$ cat src/busPkg.sv
`default_nettype none

package busPkg;

	////////////////////////////////////////
	// Host bus fields
	////////////////////////////////////////

	typedef logic [9:0] regNumT;
	typedef logic [19:0] addrT;
	typedef logic [31:0] wordT;

	// One command per cmdValid strobe
	typedef struct packed {
		logic writeEnable;
		regNumT regNum;
		addrT address;
		wordT data;
	} hostCmdT;

	// Read data returned with respValid
	typedef struct packed {
		wordT data;
	} readRespT;

	////////////////////////////////////////
	// Register map
	////////////////////////////////////////

	// Weight bank k sits at regWeightBase + k
	localparam regNumT regWeightBase = 10'd1;

	// Read only
	localparam regNumT regReady = 10'd51;

	// Input vector, write starts and clears a run
	localparam regNumT regInput = 10'd100;

	// Read only hidden results
	localparam regNumT regHidden = 10'd1000;

endpackage

`default_nettype wire

$ cat src/nnPkg.sv
`default_nettype none

package nnPkg;

	////////////////////////////////////////
	// Layer dimensions
	////////////////////////////////////////

	// Full-size network, overridden from the top level
	localparam int defaultInputs = 784;
	localparam int defaultNeurons = 40;

	////////////////////////////////////////
	// Numeric types
	////////////////////////////////////////

	localparam int sampleWidth = 16;
	localparam int accWidth = 32;

	// Input element or weight
	typedef logic signed [sampleWidth-1:0] sampleT;

	// Running sum and hidden result, wraps on overflow
	typedef logic signed [accWidth-1:0] accT;

	// Full-precision product of two samples
	typedef logic signed [2*sampleWidth-1:0] productT;

	// MAC engine control
	typedef enum logic [1:0] {
		idle,
		run,
		drain,
		done
	} engineStateT;

endpackage

`default_nettype wire

$ cat src/hostDecoder.sv
`default_nettype none

module hostDecoder #(
	parameter int numInputs = nnPkg::defaultInputs,
	parameter int numNeurons = nnPkg::defaultNeurons,
	localparam int bankW = (numNeurons > 1) ? $clog2(numNeurons) : 1
) (
	input wire CLOCK1_50,
	input wire resetHidden,
	input wire busPkg::hostCmdT cmd,
	input wire cmdValid,

	output logic inWe,
	output busPkg::addrT inAddr,
	output nnPkg::sampleT inData,

	output logic wWe,
	output logic [bankW-1:0] wBank,
	output busPkg::addrT wAddr,
	output nnPkg::sampleT wData,

	output logic start,
	output logic clearReady,

	output busPkg::addrT inReadIndex,
	input wire nnPkg::sampleT inReadValue,

	output logic [bankW-1:0] hidIndex,
	input wire nnPkg::accT hidValue,
	input wire ready,

	output busPkg::readRespT resp,
	output logic respValid
);

	localparam busPkg::addrT lastAddr = busPkg::addrT'(numInputs - 1);

	logic writeStrobe;
	logic readStrobe;
	logic inRange;
	logic hidRange;
	logic weightHit;
	busPkg::regNumT bankSel;
	busPkg::wordT readMux;

	assign writeStrobe = cmdValid && cmd.writeEnable;
	assign readStrobe = cmdValid && !cmd.writeEnable;
	assign inRange = cmd.address < busPkg::addrT'(numInputs);
	assign hidRange = cmd.address < busPkg::addrT'(numNeurons);

	// Bank number relative to the first weight register
	assign bankSel = cmd.regNum - busPkg::regWeightBase;
	assign weightHit = (cmd.regNum >= busPkg::regWeightBase) &&
		(bankSel < busPkg::regNumT'(numNeurons));

	////////////////////////////////////////
	// Write routing
	////////////////////////////////////////

	assign inWe = writeStrobe && (cmd.regNum == busPkg::regInput) && inRange;
	assign inAddr = cmd.address;
	assign inData = nnPkg::sampleT'(cmd.data[nnPkg::sampleWidth-1:0]);

	assign wWe = writeStrobe && weightHit && inRange;
	assign wBank = bankSel[bankW-1:0];
	assign wAddr = cmd.address;
	assign wData = nnPkg::sampleT'(cmd.data[nnPkg::sampleWidth-1:0]);

	// Element 0 marks the start of a new input vector
	assign clearReady = inWe && (cmd.address == '0);

	////////////////////////////////////////
	// Read path
	////////////////////////////////////////

	assign inReadIndex = cmd.address;
	assign hidIndex = cmd.address[bankW-1:0];

	always_comb begin
		readMux = '0;
		case (cmd.regNum)
			busPkg::regInput: begin
				// Sign extend through the accumulator type
				if (inRange) begin
					readMux = busPkg::wordT'(nnPkg::accT'(inReadValue));
				end
			end
			busPkg::regReady: begin
				readMux = busPkg::wordT'(ready);
			end
			busPkg::regHidden: begin
				if (hidRange) begin
					readMux = busPkg::wordT'(hidValue);
				end
			end
			default: begin
				readMux = '0;
			end
		endcase
	end

	// Strobes, one cycle after the command
	always_ff @(posedge CLOCK1_50) begin
		if (resetHidden) begin
			start <= 1'b0;
			respValid <= 1'b0;
		end else begin
			start <= inWe && (cmd.address == lastAddr);
			respValid <= readStrobe;
		end
	end

	always_ff @(posedge CLOCK1_50) begin
		if (readStrobe) begin
			resp.data <= readMux;
		end
	end

endmodule

`default_nettype wire

$ cat config.mk
export PLATFORM = sky130hd
export DESIGN_NAME = hostDecoder
export DESIGN_NICKNAME = d
export VERILOG_FILES = /design/src/busPkg.sv /design/src/nnPkg.sv /design/src/hostDecoder.sv
export SDC_FILE = /design/constraint.sdc
export NUM_CORES = 1
export LEC_CHECK = 0
export BUFFER_PORTS_ARGS = -buffer_cell sky130_fd_sc_hd__buf_2
export CAP_MARGIN = 5
export CELL_PAD_IN_SITES_DETAIL_PLACEMENT = 1
export CELL_PAD_IN_SITES_GLOBAL_PLACEMENT = 1
export CORE_MARGIN = 2
export CORE_UTILIZATION = 24
export DETAILED_ROUTE_END_ITERATION = 8
export GPL_ROUTABILITY_DRIVEN = 0
export GPL_TIMING_DRIVEN = 1
export PLACE_DENSITY = 0.88
export SLEW_MARGIN = 10
export SYNTH_ARGS = -nofsm -noshare
export SYNTH_HDL_FRONTEND = slang
export SYNTH_SLANG_ARGS = --single-unit
$ cat constraint.sdc
create_clock -name CLOCK1_50 -period 3.5 [get_ports CLOCK1_50]
set_input_delay 1.05 -clock CLOCK1_50 [delete_from_list [all_inputs] [get_ports CLOCK1_50]]
set_output_delay 1.05 -clock CLOCK1_50 [all_outputs]
set_load 0.02 [all_outputs]
# After elaboration in Yosys (flattened, before gate mapping)
# Index checks and enable logic that the tools add are counted.
# word_totals
register_bits	34
in_bits	115
out_inout_bits	141
elab_cells	26
# classes
addsub	1
magnitude_cmp	4
eq_ne	4
n_mux	3
n_reduce_logical	11
# op_table
cell	n
case mux 32 bit (3 select lines)	1
2-to-1 mux 32 bit	2
== test 20 x 10 -> 1 bit, second input constant	1
zero test 20 bit	1
less-than comparator 20 x 10 -> 1 bit, second input constant	1
less-than comparator 20 x 6 -> 1 bit, second input constant	1
== test 10 bit, second input constant	1
== test 10 x 6 -> 1 bit, second input constant	1
== test 10 x 7 -> 1 bit, second input constant	1
greater-or-equal comparator 10 x 1 -> 1 bit, second input constant	1
less-than comparator 10 x 6 -> 1 bit, second input constant	1
subtractor 10 x 1 -> 10 bit, second input constant	1
logical AND 1 bit	9
zero test 1 bit	1

# Depth between registers and ports, before layout
# Gate-level depths: netlist of the first run.
# logic_depth
depth_word	5
mapped_depth	7
depth_no_buf	6

# Worst setup path before layout of the first run
# OpenSTA, ideal clock, no wires.
# synth_timing
path_kind	input port to output port
from	in cmd[52] (netlist name)
to	out inWe
arrival_time_ns	2.537
required_ns	2.450
path_slack_ns	-0.087
cell_stages	7
path_buffers	1
cell_sequence	inv_1 ha_1 and4b_1 nand4_4 nor3_4 buf_4 and2_1
# synth_via
elab_chain_cells	3
# synth_rtl
element	line	rtl
start, declared	hostDecoder.sv:10	input wire busPkg::hostCmdT cmd,
== test 10 x 7 -> 1 bit	hostDecoder.sv:60	assign inWe = writeStrobe && (cmd.regNum == busPkg::regInput) && inRange;
logical AND 1 bit (2 in a row)	hostDecoder.sv:60	
end, declared	hostDecoder.sv:13	output logic inWe,
# Every way passes these cells.

# Worst setup path in the final report of the first run
# layout_timing
from	in cmd[37] (netlist name)
to	out clearReady
# layout_via
elab_chain_cells	3
elab_cells_between_ends	4
classes_between	order compare (1); reduce/logical (3)
# layout_rtl
element	line	rtl
less-than comparator 20 x 10 -> 1 bit	hostDecoder.sv:48	assign inRange = cmd.address < busPkg::addrT'(numInputs);
logical AND 1 bit	hostDecoder.sv:60	
logical AND 1 bit *	hostDecoder.sv:70	assign clearReady = inWe && (cmd.address == '0);
end, declared	hostDecoder.sv:23	output logic clearReady,
# Every way passes the cells marked *; elsewhere a longest branch is shown, timed or not.

==> results.md, run 1 <==
* Actual slew at the worst max-slew pin at 0.406 ns
* First-pass GRT wire length at 11,700 um
* Fin crit share at 101%
* Tot Pwr at 1.01 mW
* Endpoints failing setup at 2
* Die area at 11,400 um2
* Post-synthesis instance area at 2540 um2
* Mapped Cells at between 200 and 250
* Crit Path Category: primary input to output pin
* Count leader, synth: buf_4
* Worst EP arrival at between 2 and 2.5 ns
* Async SR Flop Fraction at 0%
* Syn Area/Cell at 10.8 um2
* RSZ-0062 raised after global routing: true
* FMAX at 0.284 GHz
* 1st-iter DRT viols at 99
* Status: finished, violations left
* Max Cap Viol at 0
* Floorplan core area at 10,300 um2
* Die Wd at 107 um
* Final count of hold timing violations at 0
* # DRC at 0
* Clk sinks at 34
* CP top delay family: simple AND/OR/NAND/NOR gates
* Failing checks: setup timing
* Adder-cell area share of the yosys netlist at 1.48%
* Leak at 1.61 nW
* Pwr dens at 305 nW/um2
* Die Span Y at 107 um
* Post-Synth XOR/XNOR Area at 1.38%
* Critical path's slowest cell: or4_4
* Yosys Warn Count at 0
* Hold_ws at 0.943 ns
* Final instance area at around 3300 um2
* Net Count, Synth at around 350
* Initial antenna violation count at 0
* Critical path buffers and inverters at 3
* Post-synth EDFFs at 32
* Slew margin rel. at about 73%
* Post-synth top area share at 37.8%
* TritonCTS Buffers at 5
* Max Slew Vio Count at 0
* Crit path launch type: primary input
* VDD IR max at about 0.00021 V
* Crit path top cell by count: buf_6
* Number of global-route vias before repair at 2,158
* Synth Area in Compound Gates at about an eighth
* Ys flop type: edfxtp_1
* Main combinational cell family by area after synthesis: buffers and inverters
* Yosys cell types at 41
* Post-detailed-route count of antenna-violating nets at 0
* Drt pass-1 iters at 4
* Final WS setup at -0.0207 ns
* Simple-Gate Fraction of Synth Area at 13.3%
* Clock transition at the registers of the reported paths at roughly 0.06 ns
* # nets final at 475
* Hold Crit Class: primary input to flip-flop
* Root buffer cell: clkbuf_8
* Gr usage total at 13.1%
* CTS H-tree depth at 2
* Wire length per cell at 16.1 um
* CTS Buffer Depth at 2
* Crit path max fanout at 3
* Final wirelength at 7930 um
* Synth Register Bits at 34
* Top cell types by occurrence after synthesis: 99 x buf_4, 32 x edfxtp_1, 15 x a21o_2, 14 x a22o_1, 7 x nor2_1
* Tmin final at 3.52 ns
* Sequential share of the synthesized area at 39.4%
* CTS tree: done
* Mux contribution to synthesized area at 0%
* Io pins at 256
* Vias per cell at between 4 and 5
* Vias at approximately 2,100
* Crit end category: output pin
* Area grow syn2layout at 30.7%
* # diodes at 0
* Largest net degree at the start of global routing at 34
* Synth area leaders: edfxtp_1 38%, buf_4 29%, a21o_2 5.2%
* Delay of the slowest critical-path stage at roughly 0.53 ns
* Required @ worst endpoint at 2.45 ns
* GR Overflow Total at 0
* Hold Buf Count CTS at 0
* Initial Util at 24.7%
* Critical Path, Cell by Cell: buf_6, or4_4, nor2b_4, nor3_4, buf_4, and4_1, buf_6
* I/O Buffers at 191
* Share of layout cells above drive strength 1 at between 70% and 80%
* DP Area at 3100 um2
* Pre-CTS WS at -0.131 ns
* HPWL after DPL at 6530 um
* Leading area contributor after synthesis: edfxtp_1
* Num rows at 37
logic make-up after synthesis:
kind of cell	count (synthesis)
simple gates	45
buf+inv	110
xor+xnor	4
flops	34
fa+ha+maj	3
compound gates	39
metal layers:
layer	global-route usage, %	wire [um]	vias to the layer above
li1	-	-	979
met1	14.4	2910	986
met2	24.3	4080	115
met3	2.19	672	32
met4	6.59	269	0
met5	0	0	-
power by group:
group          internal (mW)  leakage (nW)  switching [mW]
registers              0.463         0.277         0.00515
logic                  0.108          1.29           0.174
clock network          0.137        0.0383           0.126
registers in the layout, indices dropped and copies added (netlist names):
signal     count
resp          32
respValid      1
start          1
final timing paths:
| check | from | to | slack (ns) | depth (start not counted) |
|---|---|---|---|---|
| min | resetHidden | respValid | 0.94 | 2 |
| max | cmd[37] | clearReady | -0.02 | 7 |
per-stage QoR:
| step | util (%) | instances | setup TNS [ns] |
|---|---|---|---|
| finish | 32.3 | 493 | -0.0250 |
| global route | 32.3 | 493 | -0.193 |
| CTS | 31.8 | 493 | -0.0536 |
| detailed placement | 30.2 | 484 | -0.360 |
| global placement | 30.2 | 484 | -0.227 |
| floorplan | - | 235 | 0 |
layout by cell type (no fill, tap or decap), types with 2 or more instances in the layout:
| cell | netlist | layout |
|---|---|---|
| buf_2 | 4 | 182 |
| edfxtp_1 | 32 | 32 |
| buf_4 | 99 | 29 |
| a21o_2 | 15 | 15 |
| a22o_1 | 14 | 14 |
| buf_6 | 1 | 9 |
| nor2_1 | 7 | 7 |
| nand2_1 | 5 | 5 |
| clkbuf_8 | 0 | 5 |
| nor4_4 | 1 | 4 |
| o21ai_0 | 3 | 3 |
| nor4_1 | 5 | 3 |
| inv_4 | 0 | 2 |
| nand4_1 | 2 | 2 |
| nand4b_1 | 2 | 2 |
| nor3_4 | 1 | 2 |
| xnor2_1 | 2 | 2 |
| inv_1 | 4 | 2 |
| a21o_1 | 2 | 2 |
| nor3_1 | 2 | 2 |
| xor2_1 | 2 | 2 |
| and4_1 | 2 | 2 |
| nand3b_1 | 2 | 2 |
| nor2b_1 | 3 | 2 |
| clkbuf_1 | 2 | 2 |
| dfxtp_1 | 2 | 2 |
cell type report:
class	count	area, um2
clock buffers	7	76.3
fillers	1239	6960
inverters	4	20.0
multi-input cells	91	808
flip-flops and latches	34	1000
well taps	136	170
repair buffers	221	1240
timing repair:
action                                 CTS  global route
setup endpoints to repair                3             3
buffers inserted                         2             1
endpoints found under the hold margin    0             0
pin swaps                                7             3
gates resized for setup                 18            15
Power figures use the tool's default switching activity.
==> run 2, diff against run 1 <==
--- a/config.mk
+++ b/config.mk
@@ -11,10 +11,13 @@
 export CELL_PAD_IN_SITES_GLOBAL_PLACEMENT = 1
 export CORE_MARGIN = 2
 export CORE_UTILIZATION = 24
+export CTS_BUF_LIST = sky130_fd_sc_hd__clkbuf_16
+export CTS_CLUSTER_DIAMETER = 100
 export DETAILED_ROUTE_END_ITERATION = 8
 export GPL_ROUTABILITY_DRIVEN = 0
 export GPL_TIMING_DRIVEN = 1
 export PLACE_DENSITY = 0.88
+export SKIP_LAST_GASP = 1
 export SLEW_MARGIN = 10
 export SYNTH_ARGS = -nofsm -noshare
 export SYNTH_HDL_FRONTEND = slang
==> run 2 against run 1 <==
Against the previous run: the flow still finishes with violations (setup timing); final area increased by 1.6%; combinational power hardly changed; wire length shrank 0.28%; count of clock-buffer cells in the layout fell by 2; sequential share of layout area decreased by 0.47 points; fmax hardly changed; non-clock buffer count unchanged; power grew 13%; setup slack worse by 0.0033 ns; flip-flop and latch count unchanged; critical path type unchanged.
==> results.md, run 2 (synthesized netlist as in run 1, its figures left out) <==
* Status: finished, violations left
* Failing checks: setup timing
* Vias at 2,126
* Required @ worst endpoint at 2.45 ns
* Gr usage total at approximately an eighth
* Top reg by flops: resp
* Max Slew Vio Count at 0
* Crit end category: output pin
* Hold_ws at around 0.96 ns
* Pre-CTS WS at -0.131 ns
* Sw power at 0.322 mW
* Clk sinks at 34
* Final count of hold timing violations at 0
* # DRC at 0
* FMAX at 0.284 GHz
* Crit path launch type: primary input
* CTS H-tree depth at 2
* TritonCTS Buffers at 5
* Drt pass-1 iters at 4
* Area grow syn2layout at 32.8%
* Hold Crit Depth at 2
* Wire length per cell at 16.0 um
* VDD IR max at between 0.00015 and 0.0002 V
* Internal at around 0.83 mW
* Worst hold start: resetHidden
* Worst EP arrival at 2.47 ns
* Tot Pwr at about 1.1 mW
* I/O Buffers at 191
* Hold EP: respValid
* Sw frac at about 28%
* Initial Util at 24.7%
* 1st-iter DRT viols at 94
* Hold Buf Count CTS at 0
* Max reg flops at 32
* Slew margin rel. at 73.1%
* Max Cap Viol at 0
* # nets final at 475
* Commonest non-fill, non-tap cell in the layout: buf_2
* Most frequent cells in the layout: 182 x buf_2, 32 x edfxtp_1, 30 x buf_4
* Io pins at 256
* Num rows at 37
* Clock transition at the registers of the reported paths at 0.05 ns
* Fin Setup TNS at -0.0360 ns
* Endpoints failing setup at 2
* Crit path max fanout at 3
* Biggest regs: resp (32), respValid (1), start (1)
* Hold Crit Class: primary input to flip-flop
* Root buffer cell: clkbuf_16
* Crit Path Category: primary input to output pin
* Clock power frac at 34.5%
* Final wirelength at 7910 um
* RSZ-0062 raised after global routing: true
* Pwr dens at 340 nW/um2
* Sequential power share at just over 40%
* Number of global-route vias before repair at 2,157
* Comb power frac at 24.6%
* CTS tree: done
* Die Wd at between 100 and 150 um
* Fin crit share at 101%
* Tmin final at between 3 and 4 ns
* # diodes at 0
* GR Overflow Total at 0
* Final WS setup at -0.0240 ns
* Die Span Y at 107 um
* Initial antenna violation count at 0
* Leak at 1.64 nW
* Vias per cell at around 4.3
* CTS Buffer Depth at 2
* Share of layout cells above drive strength 1 at 72.3%
* Actual slew at the worst max-slew pin at 0.404 ns
* Post-detailed-route count of antenna-violating nets at 0
* Largest net degree at the start of global routing at 34
* First-pass GRT wire length at 11,700 um
* Die area at 11,400 um2
* Floorplan core area at 10,300 um2
* HPWL after DPL at 6530 um
## run 2: final cells by class
type                    instances  area [um2]
multi-input cells              91         808
fillers                      1240        6900
well taps                     136         170
repair buffers                221        1240
clock inverters                 2        7.51
clock buffers                   5         125
flip-flops and latches         34        1000
inverters                       4        20.0
## run 2: layer usage
metal	vias up	GRT usage [%]	wire length [um]
met2	120	24.3	4070
met1	996	14.4	2860
li1	980	-	-
met3	30	2.74	746
met4	0	5.47	240
met5	-	0	0
## run 2: worst max-delay path by stage
stage	start	end	depth (start not counted)
2_1_floorplan	cmd[52]	inWe	7
3_3_place_gp	cmd[39]	wWe	6
3_5_place_dp	cmd[39]	wWe	6
4_1_cts	cmd[45]	clearReady	8
5_1_grt	cmd[46]	clearReady	8
6_report	cmd[37]	clearReady	7
## run 2: worst max-delay path: stages
cell and delay, ns:
buf_6 0.09, or4_4 0.53, nor2b_4 0.17, nor3_4 0.17, buf_4 0.15, and4_1 0.20, buf_6 0.12
## run 2: power groups by stage
stage | combinational (mW) | clock [mW] | sequential (mW)
after floorplan | 0.203 | 0 | 0.504
after global placement | 0.265 | 0 | 0.475
after detailed placement | 0.273 | 0 | 0.477
after CTS | 0.280 | 0.402 | 0.469
after global routing | 0.302 | 0.422 | 0.470
final | 0.282 | 0.396 | 0.469
## run 2: timing repair
item | CTS | global route
setup endpoints to repair | 3 | 3
resized for setup | 16 | 16
pin swaps | 7 | 3
setup buffers | 2 | 1
## run 2: stage by stage
| step | util (%) | instances | instance area, um2 |
|---|---|---|---|
| 6_report | 32.8 | 493 | 3370 |
| 2_1_floorplan | - | 235 | 2540 |
| 5_1_grt | 32.8 | 493 | 3370 |
| 3_3_place_gp | 30.2 | 484 | 3100 |
| 4_1_cts | 32.2 | 493 | 3310 |
| 3_5_place_dp | 30.2 | 484 | 3100 |
==> run 3, diff against run 2 <==
--- a/config.mk
+++ b/config.mk
@@ -9,7 +9,8 @@
 export CAP_MARGIN = 5
 export CELL_PAD_IN_SITES_DETAIL_PLACEMENT = 1
 export CELL_PAD_IN_SITES_GLOBAL_PLACEMENT = 1
-export CORE_MARGIN = 2
+export CORE_ASPECT_RATIO = 0.75
+export CORE_MARGIN = 10
 export CORE_UTILIZATION = 24
 export CTS_BUF_LIST = sky130_fd_sc_hd__clkbuf_16
 export CTS_CLUSTER_DIAMETER = 100
==> run 3 against run 2 <==
Against the previous run: die area increased by 33%; setup slack got worse by 0.0029 ns; the flow still finishes with violations (setup timing); largest power group is now clock; wire length increased by 22%; largest cell class unchanged.
==> results.md, run 3 (synthesized netlist as in run 1, its figures left out) <==
* Status: finished, violations left
* Failing checks: setup timing
* CTS Buffer Depth at 2
* Max reg flops at 32
* Vias at between 2,000 and 2,500
* Worst hold start: resetHidden
* Crit end category: output pin
* # nets final at 470
* VDD IR max at between 0.00015 and 0.0002 V
* Root buffer cell: clkbuf_16
* Crit Path Category: primary input to output pin
* Seq. cell area at 1000 um2
* Wire length per cell at 19.7 um
* Area grow syn2layout at 30.3%
* Critical Path, Cell by Cell: buf_6, or4_4, nor2b_4, nor4_2, o2111a_1, buf_4
* # DRC at 0
* Io pins at 256
* Final WS setup at -0.0269 ns
* Initial Util at 24.7%
* Critical path's slowest cell: or4_4
* Num rows at 32
* Hold Buf Count CTS at 0
* Endpoints failing setup at 1
* CTS tree: done
* Dpl cells at ~480
* Delay of the slowest critical-path stage at 0.52 ns
* Gr usage total at 11.8%
* Required @ worst endpoint at 2.45 ns
* Final count of hold timing violations at 0
* Multi-input logic area at roughly 790 um2
* Vias per cell at between 4 and 5
* Critical path buffers and inverters at 2
* Initial antenna violation count at 0
* FMAX at 0.284 GHz
* Clk sinks at 34
* Finished Layout Cells at 489
* Pre-CTS WS at -0.122 ns
* I/O Buffers at 191
* CP Launch Point: cmd[37]
* Clock transition at the registers of the reported paths at about 0.050 ns
* First-pass GRT wire length at 14,400 um
* Floorplan core area at 10,300 um2
* Drt pass-1 iters at 4
* 1st-iter DRT viols at 45
* DP Area at around 3000 um2
* Tot Pwr at between 1 and 1.5 mW
* RSZ-0062 raised after global routing: true
* Die Span Y at roughly 110 um
* Most frequent cells in the layout: 186 x buf_2, 32 x edfxtp_1, 25 x buf_4
* Worst EP arrival at approximately 2.5 ns
* GR Overflow Total at 0
* Biggest regs: resp (32), respValid (1), start (1)
* Final wirelength at 9610 um
* Max Slew Vio Count at 0
* CP top delay family: simple AND/OR/NAND/NOR gates
* Crit path max fanout at 3
* Top reg by flops: resp
* Crit path launch type: primary input
* Share of layout cells above drive strength 1 at 71.7%
* Leak at 1.61 nW
* Slew margin rel. at 38.3%
* Actual slew at the worst max-slew pin at 0.923 ns
* Fin Setup TNS at -0.0269 ns
* Tmin final at 3.53 ns
* Pwr dens at 369 nW/um2
* Commonest non-fill, non-tap cell in the layout: buf_2
* Fin crit share at 101%
* CTS H-tree depth at 2
* Final instance area at 3310 um2
* Largest net degree at the start of global routing at 34
* Fill cells at 1,246
* TritonCTS Buffers at 5
* HPWL after DPL at 8270 um
* Die area at about 15,000 um2
* Die Wd at about 140 um
* Max Cap Viol at 0
* Hold Crit Class: primary input to flip-flop
* Post-detailed-route count of antenna-violating nets at 0
* Number of global-route vias before repair at 2,396
* # diodes at 0
## run 3: changes by cell type in the layout (fill, tap and decap cells not counted), moves of 3 or more
cell    change
buf_2       +4
buf_4       -5
buf_6       -3
nor4_2      +3
nor4_4      -3
## run 3: timing repair
item,CTS,global route
resized for setup,8,8
setup buffers,2,3
gates cloned,0,0
pin swaps,6,4
setup endpoints to repair,3,3
## run 3: through the flow
stage / util [%] / hold WS [ns]
global route: 32.2 / 0.997
CTS: 31.6 / 0.994
floorplan: - / 1.12
finish: 32.2 / 0.986
detailed placement: 29.6 / 1.28
global placement: 29.6 / 1.27
## run 3: metal layers
metal / up-vias / global-route usage [%] / part of all wire, %
met5: - / 0 / 0
met4: 0 / 3.05 / 0.83
met3: 12 / 5.47 / 10
met2: 151 / 20.5 / 50
met1: 977 / 12.9 / 39
li1: 971 / - / -
## run 3: final timing paths
path / slack [ns] / cells past startpoint / to
min: 0.99 / 2 / respValid
max: -0.03 / 6 / wWe
## run 3: cell type report
type | instances | area share, %
Clock buffer | 5 | 3.78
Clock inverter | 3 | 1.13
Inverter | 4 | 0.454
Multi-Input combinational cell | 91 | 23.7
Sequential cell | 34 | 30.2
Tap cell | 136 | 5.14
Timing Repair Buffer | 216 | 35.5
## run 3: report_power, final
| group | total, mW | switching [mW] | internal [mW] |
|---|---|---|---|
| clock network | 0.480 | 0.150 | 0.330 |
| registers | 0.468 | 0.00517 | 0.463 |
| logic | 0.274 | 0.173 | 0.101 |
| total | 1.22 | 0.329 | 0.894 |
